$ cat config.mk
export PLATFORM = sky130hd
export DESIGN_NAME = conv_tile_top
export DESIGN_NICKNAME = d
export VERILOG_FILES = /design/src/verilog/conv_tile_data_pkg.sv /design/src/verilog/conv_tile_ctrl_pkg.sv /design/src/verilog/conv_tile_fsm.sv /design/src/verilog/tile_counter.sv /design/src/verilog/tile_loader.sv /design/src/verilog/conv_mac_array.sv /design/src/verilog/tile_store.sv /design/src/verilog/conv_tile_top.sv
export VERILOG_INCLUDE_DIRS = /design/src /design/src/verilog
export SDC_FILE = /design/constraint.sdc
export NUM_CORES = 2
export LEC_CHECK = 0
export BUFFER_PORTS_ARGS = -buffer_cell sky130_fd_sc_hd__buf_2
export CAP_MARGIN = 10
export CORE_ASPECT_RATIO = 0.75
export CORE_MARGIN = 10
export CORE_UTILIZATION = 35
export CTS_CLUSTER_DIAMETER = 30
export DETAILED_ROUTE_END_ITERATION = 8
export SETUP_SLACK_MARGIN = 0.4
export SYNTH_ARGS = -nofsm -noshare
export SYNTH_HDL_FRONTEND = slang
export SYNTH_SLANG_ARGS = --single-unit
$ cat constraint.sdc
create_clock -name clk -period 7.4 [get_ports clk]
set_input_delay 1.11 -clock clk [delete_from_list [all_inputs] [get_ports clk]]
set_output_delay 1.11 -clock clk [all_outputs]
set_load 0.01 [all_outputs]
$ cat src/verilog/conv_tile_defines.svh
// tile sizes and data widths shared by the convolution engine
// include this in any file that sizes a buffer, a port or a loop
`ifndef CONV_TILE_DEFINES_SVH
`define CONV_TILE_DEFINES_SVH

`define CT_DW       16      // pixel and weight width
`define CT_ACC_W    32      // accumulator width, wraps on overflow

`define CT_TM       2       // input channels
`define CT_TN       2       // output channels
`define CT_TR       4       // tile rows
`define CT_TC       4       // tile columns
`define CT_K        3       // kernel size, stride is 1

`define CT_OR       (`CT_TR - `CT_K + 1)
`define CT_OC       (`CT_TC - `CT_K + 1)

// load stream is input tile, then weights, then partial sums
`define CT_IN_WORDS (`CT_TM * `CT_TR * `CT_TC)
`define CT_W_WORDS  (`CT_TN * `CT_TM * `CT_K * `CT_K)
`define CT_PS_WORDS (`CT_TN * `CT_OR * `CT_OC)

`define CT_TERMS    (`CT_TM * `CT_K * `CT_K)    // MAC terms per output

`endif

$ cat src/verilog/conv_tile_data_pkg.sv
// data types carried between the loader, the MAC pipeline and the store
// import where pixels, accumulators or output beats are handled
`include "conv_tile_defines.svh"

package conv_tile_data_pkg;

    typedef logic signed [`CT_DW-1:0]    pixel_t;   // pixel or weight
    typedef logic signed [`CT_ACC_W-1:0] acc_t;     // partial sum and result

    // operand set for one MAC step
    typedef struct packed {
        pixel_t x;      // input pixel
        pixel_t w;      // weight
        acc_t   psum;   // seed for the first term
    } tile_operand_t;

    // one beat of the output stream
    typedef struct packed {
        acc_t data;
        logic last;     // final output of the tile
    } store_beat_t;

endpackage

$ cat src/verilog/conv_tile_ctrl_pkg.sv
// control types for the tile phase and the loop indices
// shared by the FSM, the loop counter and the data path
package conv_tile_ctrl_pkg;

    typedef enum logic [2:0] {
        PH_IDLE,
        PH_LOAD,
        PH_COMPUTE,
        PH_STORE,
        PH_DONE
    } tile_phase_t;

    // compute runs all six fields, store only n/orow/ocol
    typedef struct packed {
        logic [2:0] n;      // output channel, outermost
        logic [2:0] orow;
        logic [2:0] ocol;
        logic [2:0] m;      // input channel
        logic [2:0] kr;
        logic [2:0] kc;     // innermost
        logic [7:0] lin;    // steps taken in this phase
    } loop_idx_t;

endpackage

$ cat src/verilog/conv_tile_fsm.sv
// phase FSM of the tile engine: idle, load, compute with drain, store, done
// forms the counter step from the stream handshakes
`timescale 1ns/1ps

module conv_tile_fsm (
    input  logic                            clk,
    input  logic                            reset,
    input  logic                            start,
    input  logic                            load_fire,
    input  logic                            out_fire,
    input  logic                            wrap,
    output conv_tile_ctrl_pkg::tile_phase_t phase,
    output logic                            step,
    output logic                            busy,
    output logic                            done
);
    import conv_tile_ctrl_pkg::*;

    localparam logic [1:0] DRAIN = 2'd2;   // MAC terms still in flight at wrap

    logic [1:0] drain_cnt;                  // zero while the counter runs

    always_comb begin
        case (phase)
            PH_LOAD:    step = load_fire;
            PH_COMPUTE: step = (drain_cnt == 2'd0);    // one term per cycle
            PH_STORE:   step = out_fire;
            default:    step = 1'b0;
        endcase
    end

    assign busy = (phase != PH_IDLE);
    assign done = (phase == PH_DONE);   // single cycle, state leaves at once

    always_ff @(posedge clk) begin
        if (reset) begin
            phase     <= PH_IDLE;
            drain_cnt <= 2'd0;
        end else begin
            case (phase)
                PH_IDLE: begin
                    if (start)
                        phase <= PH_LOAD;
                end
                PH_LOAD: begin
                    if (step && wrap)
                        phase <= PH_COMPUTE;   // last load word accepted
                end
                PH_COMPUTE: begin
                    if (drain_cnt == DRAIN) begin
                        phase     <= PH_STORE;
                        drain_cnt <= 2'd0;
                    end else if (drain_cnt != 2'd0 || wrap) begin
                        drain_cnt <= drain_cnt + 2'd1;
                    end
                end
                PH_STORE: begin
                    if (step && wrap)
                        phase <= PH_DONE;
                end
                default: phase <= PH_IDLE;
            endcase
        end
    end

    a_phase_legal: assert property (@(posedge clk) disable iff (reset)
        phase inside {PH_IDLE, PH_LOAD, PH_COMPUTE, PH_STORE, PH_DONE})
        else $error("illegal tile phase %0d", phase);

    // a start during a running tile must not reopen the load
    a_start_ignored: assert property (@(posedge clk) disable iff (reset)
        (start && phase inside {PH_COMPUTE, PH_STORE, PH_DONE}) |=> phase != PH_LOAD)
        else $error("start restarted a busy tile");

endmodule

$ cat src/verilog/tile_counter.sv
// nested loop counter shared by all phases, cleared on each phase change
// wrap marks the final step of load, compute or store
`timescale 1ns/1ps
`include "conv_tile_defines.svh"

module tile_counter (
    input  logic                            clk,
    input  logic                            reset,
    input  conv_tile_ctrl_pkg::tile_phase_t phase,
    input  logic                            step,
    output conv_tile_ctrl_pkg::loop_idx_t   idx,
    output logic                            wrap
);
    import conv_tile_ctrl_pkg::*;

    localparam int LOAD_LAST = `CT_IN_WORDS + `CT_W_WORDS + `CT_PS_WORDS - 1;
    localparam int MAX_LIN   = `CT_PS_WORDS * `CT_TERMS;

    tile_phase_t phase_q;
    loop_idx_t   idx_q;
    loop_idx_t   idx_next;
    logic        kc_end;
    logic        kr_end;
    logic        m_end;
    logic        ocol_end;
    logic        orow_end;
    logic        n_end;
    logic        carry_m;   // kernel loops done, or skipped in store

    assign idx = (phase != phase_q) ? '0 : idx_q;   // new phase starts at zero

    assign kc_end   = (idx.kc == 3'(`CT_K - 1));
    assign kr_end   = (idx.kr == 3'(`CT_K - 1));
    assign m_end    = (idx.m == 3'(`CT_TM - 1));
    assign ocol_end = (idx.ocol == 3'(`CT_OC - 1));
    assign orow_end = (idx.orow == 3'(`CT_OR - 1));
    assign n_end    = (idx.n == 3'(`CT_TN - 1));

    always_comb begin
        case (phase)
            PH_LOAD:    wrap = (idx.lin == 8'(LOAD_LAST));
            PH_COMPUTE: wrap = n_end && orow_end && ocol_end && m_end && kr_end && kc_end;
            PH_STORE:   wrap = n_end && orow_end && ocol_end;
            default:    wrap = 1'b0;
        endcase
    end

    always_comb begin
        idx_next     = idx;
        idx_next.lin = idx.lin + 8'd1;
        carry_m      = (phase == PH_COMPUTE) ? (kc_end && kr_end && m_end) : 1'b1;
        if (phase == PH_COMPUTE) begin
            idx_next.kc = kc_end ? 3'd0 : idx.kc + 3'd1;
            if (kc_end)
                idx_next.kr = kr_end ? 3'd0 : idx.kr + 3'd1;
            if (kc_end && kr_end)
                idx_next.m = m_end ? 3'd0 : idx.m + 3'd1;
        end
        if (phase == PH_COMPUTE || phase == PH_STORE) begin
            if (carry_m)
                idx_next.ocol = ocol_end ? 3'd0 : idx.ocol + 3'd1;
            if (carry_m && ocol_end)
                idx_next.orow = orow_end ? 3'd0 : idx.orow + 3'd1;
            if (carry_m && ocol_end && orow_end)
                idx_next.n = n_end ? 3'd0 : idx.n + 3'd1;
        end
    end

    always_ff @(posedge clk) begin
        if (reset) begin
            phase_q <= PH_IDLE;
            idx_q   <= '0;
        end else begin
            phase_q <= phase;
            idx_q   <= step ? idx_next : idx;
        end
    end

    a_idx_range: assert property (@(posedge clk) disable iff (reset)
        idx.kc < `CT_K && idx.kr < `CT_K && idx.m < `CT_TM &&
        idx.ocol < `CT_OC && idx.orow < `CT_OR && idx.n < `CT_TN && idx.lin <= MAX_LIN)
        else $error("loop index out of range");

endmodule

$ cat src/verilog/tile_loader.sv
// takes the load stream into the input, weight and partial-sum buffers
// and registers one MAC operand set per cycle, addressed by the loop index
`timescale 1ns/1ps
`include "conv_tile_defines.svh"

module tile_loader (
    input  logic                              clk,
    input  logic                              reset,
    input  conv_tile_ctrl_pkg::tile_phase_t   phase,
    input  conv_tile_ctrl_pkg::loop_idx_t     idx,
    input  conv_tile_data_pkg::pixel_t        load_data,
    input  logic                              load_valid,
    output logic                              load_ready,
    output conv_tile_data_pkg::tile_operand_t operand
);
    import conv_tile_ctrl_pkg::*;
    import conv_tile_data_pkg::*;

    localparam int W_BASE     = `CT_IN_WORDS;
    localparam int PS_BASE    = `CT_IN_WORDS + `CT_W_WORDS;
    localparam int LOAD_WORDS = PS_BASE + `CT_PS_WORDS;
    localparam int X_AW       = $clog2(`CT_IN_WORDS);
    localparam int W_AW       = $clog2(`CT_W_WORDS);
    localparam int PS_AW      = $clog2(`CT_PS_WORDS);

    pixel_t           in_mem [`CT_IN_WORDS];   // m, row, col
    pixel_t           w_mem  [`CT_W_WORDS];    // n, m, kr, kc
    acc_t             ps_mem [`CT_PS_WORDS];   // n, orow, ocol
    logic             load_fire;
    logic [X_AW-1:0]  x_addr;
    logic [W_AW-1:0]  w_addr;
    logic [PS_AW-1:0] ps_addr;

    assign load_ready = (phase == PH_LOAD);
    assign load_fire  = load_valid && load_ready;

    // window position for stride 1
    assign x_addr  = X_AW'(idx.m * (`CT_TR * `CT_TC) + (idx.orow + idx.kr) * `CT_TC
                           + idx.ocol + idx.kc);
    assign w_addr  = W_AW'(((idx.n * `CT_TM + idx.m) * `CT_K + idx.kr) * `CT_K + idx.kc);
    assign ps_addr = PS_AW'(idx.n * (`CT_OR * `CT_OC) + idx.orow * `CT_OC + idx.ocol);

    always_ff @(posedge clk) begin
        if (load_fire) begin
            if (idx.lin < W_BASE)
                in_mem[X_AW'(idx.lin)] <= load_data;
            else if (idx.lin < PS_BASE)
                w_mem[W_AW'(idx.lin - W_BASE)] <= load_data;
            else
                ps_mem[PS_AW'(idx.lin - PS_BASE)] <= acc_t'(load_data);  // sign extend
        end
        operand.x    <= in_mem[x_addr];
        operand.w    <= w_mem[w_addr];
        operand.psum <= ps_mem[ps_addr];
    end

    // every accepted word must land inside the three buffers
    a_load_in_range: assert property (@(posedge clk) disable iff (reset)
        load_fire |-> idx.lin < 8'(LOAD_WORDS))
        else $error("load word %0d beyond tile", idx.lin);

endmodule

$ cat src/verilog/conv_mac_array.sv
// two-stage multiply-accumulate over the term sequence of each output
// stage 1 holds the product, stage 2 seeds or adds and emits on the last term
`timescale 1ns/1ps
`include "conv_tile_defines.svh"

module conv_mac_array (
    input  logic                              clk,
    input  logic                              reset,
    input  conv_tile_ctrl_pkg::tile_phase_t   phase,
    input  conv_tile_ctrl_pkg::loop_idx_t     idx,
    input  conv_tile_data_pkg::tile_operand_t operand,
    output conv_tile_data_pkg::acc_t          result,
    output logic                              result_valid,
    output logic [$clog2(`CT_PS_WORDS)-1:0]   result_addr
);
    import conv_tile_ctrl_pkg::*;
    import conv_tile_data_pkg::*;

    localparam int AW    = $clog2(`CT_PS_WORDS);
    localparam int TOTAL = `CT_PS_WORDS * `CT_TERMS;   // counter steps in compute

    // flags that travel alongside the loader's operand register
    logic          s0_valid;
    logic          s0_first;
    logic          s0_last;
    logic [AW-1:0] s0_addr;

    logic          s1_valid;
    logic          s1_first;
    logic          s1_last;
    logic [AW-1:0] s1_addr;
    acc_t          s1_prod;
    acc_t          s1_psum;

    acc_t          acc;
    acc_t          acc_next;

    always_ff @(posedge clk) begin
        if (reset) begin
            s0_valid <= 1'b0;
            s1_valid <= 1'b0;
        end else begin
            s0_valid <= (phase == PH_COMPUTE) && (idx.lin < 8'(TOTAL));  // drain is idle
            s1_valid <= s0_valid;
        end
    end

    always_ff @(posedge clk) begin
        s0_first <= (idx.m == 3'd0) && (idx.kr == 3'd0) && (idx.kc == 3'd0);
        s0_last  <= (idx.m == 3'(`CT_TM - 1)) && (idx.kr == 3'(`CT_K - 1))
                    && (idx.kc == 3'(`CT_K - 1));
        s0_addr  <= AW'(idx.n * (`CT_OR * `CT_OC) + idx.orow * `CT_OC + idx.ocol);

        s1_first <= s0_first;
        s1_last  <= s0_last;
        s1_addr  <= s0_addr;
        s1_prod  <= acc_t'(operand.x) * acc_t'(operand.w);  // signed, wraps at 32 bits
        s1_psum  <= operand.psum;

        if (s1_valid)
            acc <= acc_next;
    end

    assign acc_next     = s1_first ? (s1_psum + s1_prod) : (acc + s1_prod);
    assign result       = acc_next;
    assign result_valid = s1_valid && s1_last;
    assign result_addr  = s1_addr;

endmodule

$ cat src/verilog/tile_store.sv
// holds the finished outputs and streams them with valid/ready
// beat order follows the store index, last on the final output
`timescale 1ns/1ps
`include "conv_tile_defines.svh"

module tile_store (
    input  logic                            clk,
    input  logic                            reset,
    input  conv_tile_ctrl_pkg::tile_phase_t phase,
    input  conv_tile_ctrl_pkg::loop_idx_t   idx,
    input  conv_tile_data_pkg::acc_t        result,
    input  logic                            result_valid,
    input  logic [$clog2(`CT_PS_WORDS)-1:0] result_addr,
    output conv_tile_data_pkg::store_beat_t out_beat,
    output logic                            out_valid,
    input  logic                            out_ready
);
    import conv_tile_ctrl_pkg::*;
    import conv_tile_data_pkg::*;

    localparam int AW = $clog2(`CT_PS_WORDS);

    acc_t          res_mem [`CT_PS_WORDS];
    logic [AW-1:0] rd_addr;

    always_ff @(posedge clk) begin
        if (result_valid)
            res_mem[result_addr] <= result;
    end

    assign rd_addr = AW'(idx.n * (`CT_OR * `CT_OC) + idx.orow * `CT_OC + idx.ocol);

    // index only moves on a handshake, so the beat holds while stalled
    assign out_valid     = (phase == PH_STORE);
    assign out_beat.data = res_mem[rd_addr];
    assign out_beat.last = (rd_addr == AW'(`CT_PS_WORDS - 1));

    a_beat_stable: assert property (@(posedge clk) disable iff (reset)
        (out_valid && !out_ready) |=> out_valid && $stable(out_beat))
        else $error("output beat changed before it was accepted");

endmodule

$ cat src/verilog/conv_tile_top.sv
// single-tile convolution engine: load stream in, MAC over the tile,
// output stream out; start opens a tile and done closes it
`timescale 1ns/1ps
`include "conv_tile_defines.svh"

module conv_tile_top (
    input  logic                            clk,
    input  logic                            reset,
    input  logic                            start,
    input  conv_tile_data_pkg::pixel_t      load_data,
    input  logic                            load_valid,
    output logic                            load_ready,
    output conv_tile_data_pkg::store_beat_t out_beat,
    output logic                            out_valid,
    input  logic                            out_ready,
    output logic                            busy,
    output logic                            done
);
    import conv_tile_ctrl_pkg::*;
    import conv_tile_data_pkg::*;

    tile_phase_t                     phase;
    loop_idx_t                       idx;
    logic                            step;
    logic                            wrap;
    logic                            load_fire;
    logic                            out_fire;
    tile_operand_t                   operand;
    acc_t                            result;
    logic                            result_valid;
    logic [$clog2(`CT_PS_WORDS)-1:0] result_addr;

    assign load_fire = load_valid && load_ready;
    assign out_fire  = out_valid && out_ready;

    conv_tile_fsm conv_tile_fsm_inst (
        .clk       (clk),
        .reset     (reset),
        .start     (start),
        .load_fire (load_fire),
        .out_fire  (out_fire),
        .wrap      (wrap),
        .phase     (phase),
        .step      (step),
        .busy      (busy),
        .done      (done)
    );

    tile_counter tile_counter_inst (
        .clk   (clk),
        .reset (reset),
        .phase (phase),
        .step  (step),
        .idx   (idx),
        .wrap  (wrap)
    );

    tile_loader tile_loader_inst (
        .clk        (clk),
        .reset      (reset),
        .phase      (phase),
        .idx        (idx),
        .load_data  (load_data),
        .load_valid (load_valid),
        .load_ready (load_ready),
        .operand    (operand)
    );

    conv_mac_array conv_mac_array_inst (
        .clk          (clk),
        .reset        (reset),
        .phase        (phase),
        .idx          (idx),
        .operand      (operand),
        .result       (result),
        .result_valid (result_valid),
        .result_addr  (result_addr)
    );

    tile_store tile_store_inst (
        .clk          (clk),
        .reset        (reset),
        .phase        (phase),
        .idx          (idx),
        .result       (result),
        .result_valid (result_valid),
        .result_addr  (result_addr),
        .out_beat     (out_beat),
        .out_valid    (out_valid),
        .out_ready    (out_ready)
    );

endmodule

==> impl_metrics.tcl <==
set metrics [dict create \
    dp_hpwl_um 108000 \
    power_mw 26.5 \
    antenna_found_initial 7 \
    globalRoute.totalOverflow 0 \
    die_h_um 418 \
    netlist_instances 4657 \
    setup_viol 0 \
    cp-end-kind "flop" \
    cp-start-kind "flop" \
    yosysTopAreaCellShare_pct 61.1 \
    synth.most_common_cell "edfxtp_1" \
    ys_types 82 \
    via_per_inst 5.10 \
    hold_end "conv_mac_array_inst.result_addr[2]" \
    fin_nets 5331 \
    syn_to_final_growth_pct 16.9 \
    combPwrFrac_pct 16.6 \
    ys_seq_elements 1646 \
    drive_gt1_share_pct 20.8 \
    multi_input_area_um2 24000 \
    rsz0062_at_grt "false" \
    drv_slew 0 \
    p_sw_share_pct 28.0 \
    core_area_um2 209000 \
    ant_nets 0 \
    rrSetupSlack_ns 0.72 \
    post_cts_buffers 0 \
    synth.avg_cell_area_um2 15.9 \
    fin_util_pct 41.3 \
    async_reset_ff_share_pct 0 \
    power_frac_clock_pct 42.6 \
    synth_top_cell_by_area "edfxtp_1" \
    fillCellCount 18612 \
    wl_um 178000 \
    hold_ws_ns 0.325 \
    critical_path_required_ns 8.07 \
    design_area_um2 86400 \
    synth_ff_type "edfxtp_1" \
    dp_slack_ns 0.456 \
    setup_tns_ns 0 \
    dr_total_vias 40208 \
    ir_drop_v 0.000282 \
    clkTransAtPathRegs_ns 0.06 \
    tightest_slew_ns 1.32 \
    seqPwrFrac_pct 40.8 \
    powerDensity_nw_per_um2 307 \
    layoutNonFillerInstCount 7889 \
    clock_sinks 1646 \
    synth_area_um2 73900 \
    r2r_cells 20 \
    crit_arrival_ns 7.35 \
    seq_area_frac_synth_pct 65.0 \
    synthTopCellsByArea "edfxtp_1 (61%), mux4_2 (10%), fa_1 (7.4%), dfxtp_1 (3.8%), nand2_1 (3.2%)" \
    grt_pass1_wl_um 267000 \
    place_area_um2 78200 \
    intPower_mw 19.1 \
    min_delay_path_depth 0 \
    finalHoldViolations 0 \
    cts_buffers 239 \
    firstDrtPassIters 5 \
    max_freq_mhz 150 \
    cts_tree "yes" \
    drc 0 \
    fin_crit_sh_pct 90.2 \
    die_w_um 550 \
    path_class "flop to flop" \
    htreeDepth 4 \
    grt_use_total_pct 15.3 \
    io_pins 58 \
    initial_utilization_pct 35.3 \
    status "completed" \
    register_area_um2 48000 \
    hold_path_class "flop to flop" \
    worstReg2RegStart "tile_loader_inst.operand[42]" \
    clockBufferDepth 4 \
    portBuffers 57 \
    dp.cells 7447 \
    layout_setup_ws_ns 0.722 \
    p_sw_mw 7.41 \
    clk_latency_ns 0.86 \
    clockRootBuffer "clkbuf_16" \
    cp_max_fo 16 \
    yosys-top-cells-count "edfxtp_1 (1504), nand2_1 (637), inv_1 (343)" \
    yosys_warnings 0 \
    wire_per_inst_um 22.6 \
    grt_pass1_vias 40626 \
    synth-edff-count 1504 \
    max-slew-margin-rel_pct 11.8 \
    grt_max_degree 108 \
    row_count 145 \
    place.gp.congestion 0.798 \
    synth_nets 5091 \
    post-route-min-period_ns 6.68 \
    min_from "conv_mac_array_inst.s0_addr[2]" \
    drtIter0Drc 4232 \
    worst_r2r_endpoint "conv_mac_array_inst.s1_prod[31]" \
    p_leak_nw 30.1 \
    skew_ns 0.0616 \
    max-cap-violations 0 \
    die-area_um2 230000 \
    hold_buffers 0 \
]
worst max-delay path by stage:
stage | startpoint | to | cells past startpoint
2_1_floorplan | conv_tile_fsm_inst.phase[2] | tile_loader_inst.operand[32] | 19
3_3_place_gp | tile_loader_inst.operand[33] | conv_mac_array_inst.s1_prod[31] | 20
3_5_place_dp | tile_loader_inst.operand[33] | conv_mac_array_inst.s1_prod[31] | 22
4_1_cts | tile_loader_inst.operand[37] | conv_mac_array_inst.s1_prod[31] | 21
5_1_grt | tile_loader_inst.operand[58] | conv_mac_array_inst.s1_prod[30] | 20
6_report | tile_loader_inst.operand[42] | conv_mac_array_inst.s1_prod[31] | 20
cells by family (layout without fill, tap and decap cells):
logic type / after synthesis / count (layout) / synth area share [%]
adders and majority gates: 413 / 413 / 9.77
buffers and inverters: 553 / 990 / 2.93
other: 0 / 2 / 0
AOI/OAI and AO/OA: 271 / 271 / 2.28
and+or+nand+nor: 1290 / 1290 / 7.87
DFF: 1646 / 1646 / 65.0
xor gates and xnor gates: 98 / 98 / 1.18
muxes: 386 / 386 / 11.0
power by group through the flow:
| stage | Combinational, mW | Sequential, mW | Clock, mW |
|---|---|---|---|
| 2_1_floorplan | 2.96 | 10.9 | 0 |
| 3_3_place_gp | 4.23 | 11.0 | 0 |
| 3_5_place_dp | 4.30 | 11.0 | 0 |
| 4_1_cts | 4.34 | 10.8 | 11.5 |
| 5_1_grt | 4.91 | 10.8 | 11.9 |
| 6_report | 4.40 | 10.8 | 11.3 |
metal layers:
| metal | up-vias | GRT usage, % | wire length (µm) |
|---|---|---|---|
| met3 | 267 | 4.15 | 16600 |
| met4 | 0 | 4.05 | 4340 |
| met2 | 1544 | 22.1 | 76800 |
| li1 | 17657 | - | - |
| met1 | 20740 | 22.7 | 80600 |
| met5 | - | 0 | 0 |
state kept, by name, indices dropped and copies added (netlist names):
| register | cells |
|---|---|
| conv_mac_array_inst.acc | 32 |
| conv_mac_array_inst.result_addr | 3 |
| conv_mac_array_inst.s0_addr | 3 |
| conv_mac_array_inst.s0_first | 1 |
| conv_mac_array_inst.s0_last | 1 |
| conv_mac_array_inst.s0_valid | 1 |
| conv_mac_array_inst.s1_first | 1 |
| conv_mac_array_inst.s1_last | 1 |
| conv_mac_array_inst.s1_prod | 32 |
| conv_mac_array_inst.s1_psum | 16 |
| conv_mac_array_inst.s1_valid | 1 |
| conv_tile_fsm_inst.drain_cnt | 2 |
| conv_tile_fsm_inst.phase | 3 |
| tile_counter_inst.idx_q | 26 |
| tile_counter_inst.phase_q | 3 |
| tile_loader_inst.in_mem | 512 |
| tile_loader_inst.operand | 48 |
| tile_loader_inst.ps_mem | 128 |
| tile_loader_inst.w_mem | 576 |
| tile_store_inst.res_mem | 256 |
critical path, stage by stage, from the launching register on:
cell,delay (ns)
dfxtp_1,0.91
nand2_1,0.19
fa_1,0.58
inv_1,0.05
fa_1,0.56
fa_1,0.45
fa_1,0.48
fa_1,0.49
inv_1,0.05
fa_1,0.48
inv_1,0.05
ha_1,0.36
nand2_1,0.14
nor4_1,0.38
o311ai_1,0.27
a21oi_1,0.26
o22ai_2,0.15
o211ai_1,0.25
a31oi_1,0.17
o21ai_1,0.18
xnor2_1,0.08
layout by cell type (no fill, tap or decap), types with 10 or more instances in the layout:
| master | instances |
|---|---|
| nand4_1 | 10 |
| xor2_1 | 24 |
| mux4_2 | 336 |
| and3_1 | 12 |
| clkbuf_1 | 13 |
| buf_2 | 57 |
| clkbuf_16 | 241 |
| bufinv_16 | 17 |
| buf_4 | 143 |
| fa_1 | 271 |
| inv_8 | 26 |
| edfxtp_1 | 1504 |
| and2_1 | 138 |
| inv_1 | 343 |
| nor3_1 | 10 |
| a21oi_1 | 70 |
| clkinvlp_4 | 25 |
| inv_6 | 48 |
| clkinv_4 | 23 |
| mux2_2 | 31 |
| clkinv_8 | 14 |
| nand2b_1 | 16 |
| o21ai_1 | 23 |
| nand2_1 | 636 |
| o21ai_0 | 89 |
| mux2i_1 | 19 |
| nand3_1 | 259 |
| nor2_2 | 13 |
| xnor2_1 | 66 |
| clkinv_1 | 11 |
| ha_1 | 135 |
| clkinv_2 | 18 |
| nor2_1 | 137 |
| a21o_1 | 22 |
| dfxtp_1 | 135 |
area by class of cell:
class | count | area share (%)
repair buffers | 207 | 1.72
well taps | 2793 | 4.05
inverters | 345 | 1.51
diodes | 2 | 0.00579
clock buffers | 255 | 7.05
clock inverters | 183 | 2.33
flip-flops and latches | 1646 | 55.6
multi-input cells | 2458 | 27.7
what timing repair did:
| item | CTS | global route |
|---|---|---|
| cloned | 0 | 0 |
| resized for setup | 1 | 5 |
| pin swaps | 0 | 0 |
| setup endpoints to repair | 1 | 2 |
No activity file was read; power rests on OpenSTA's default activity.
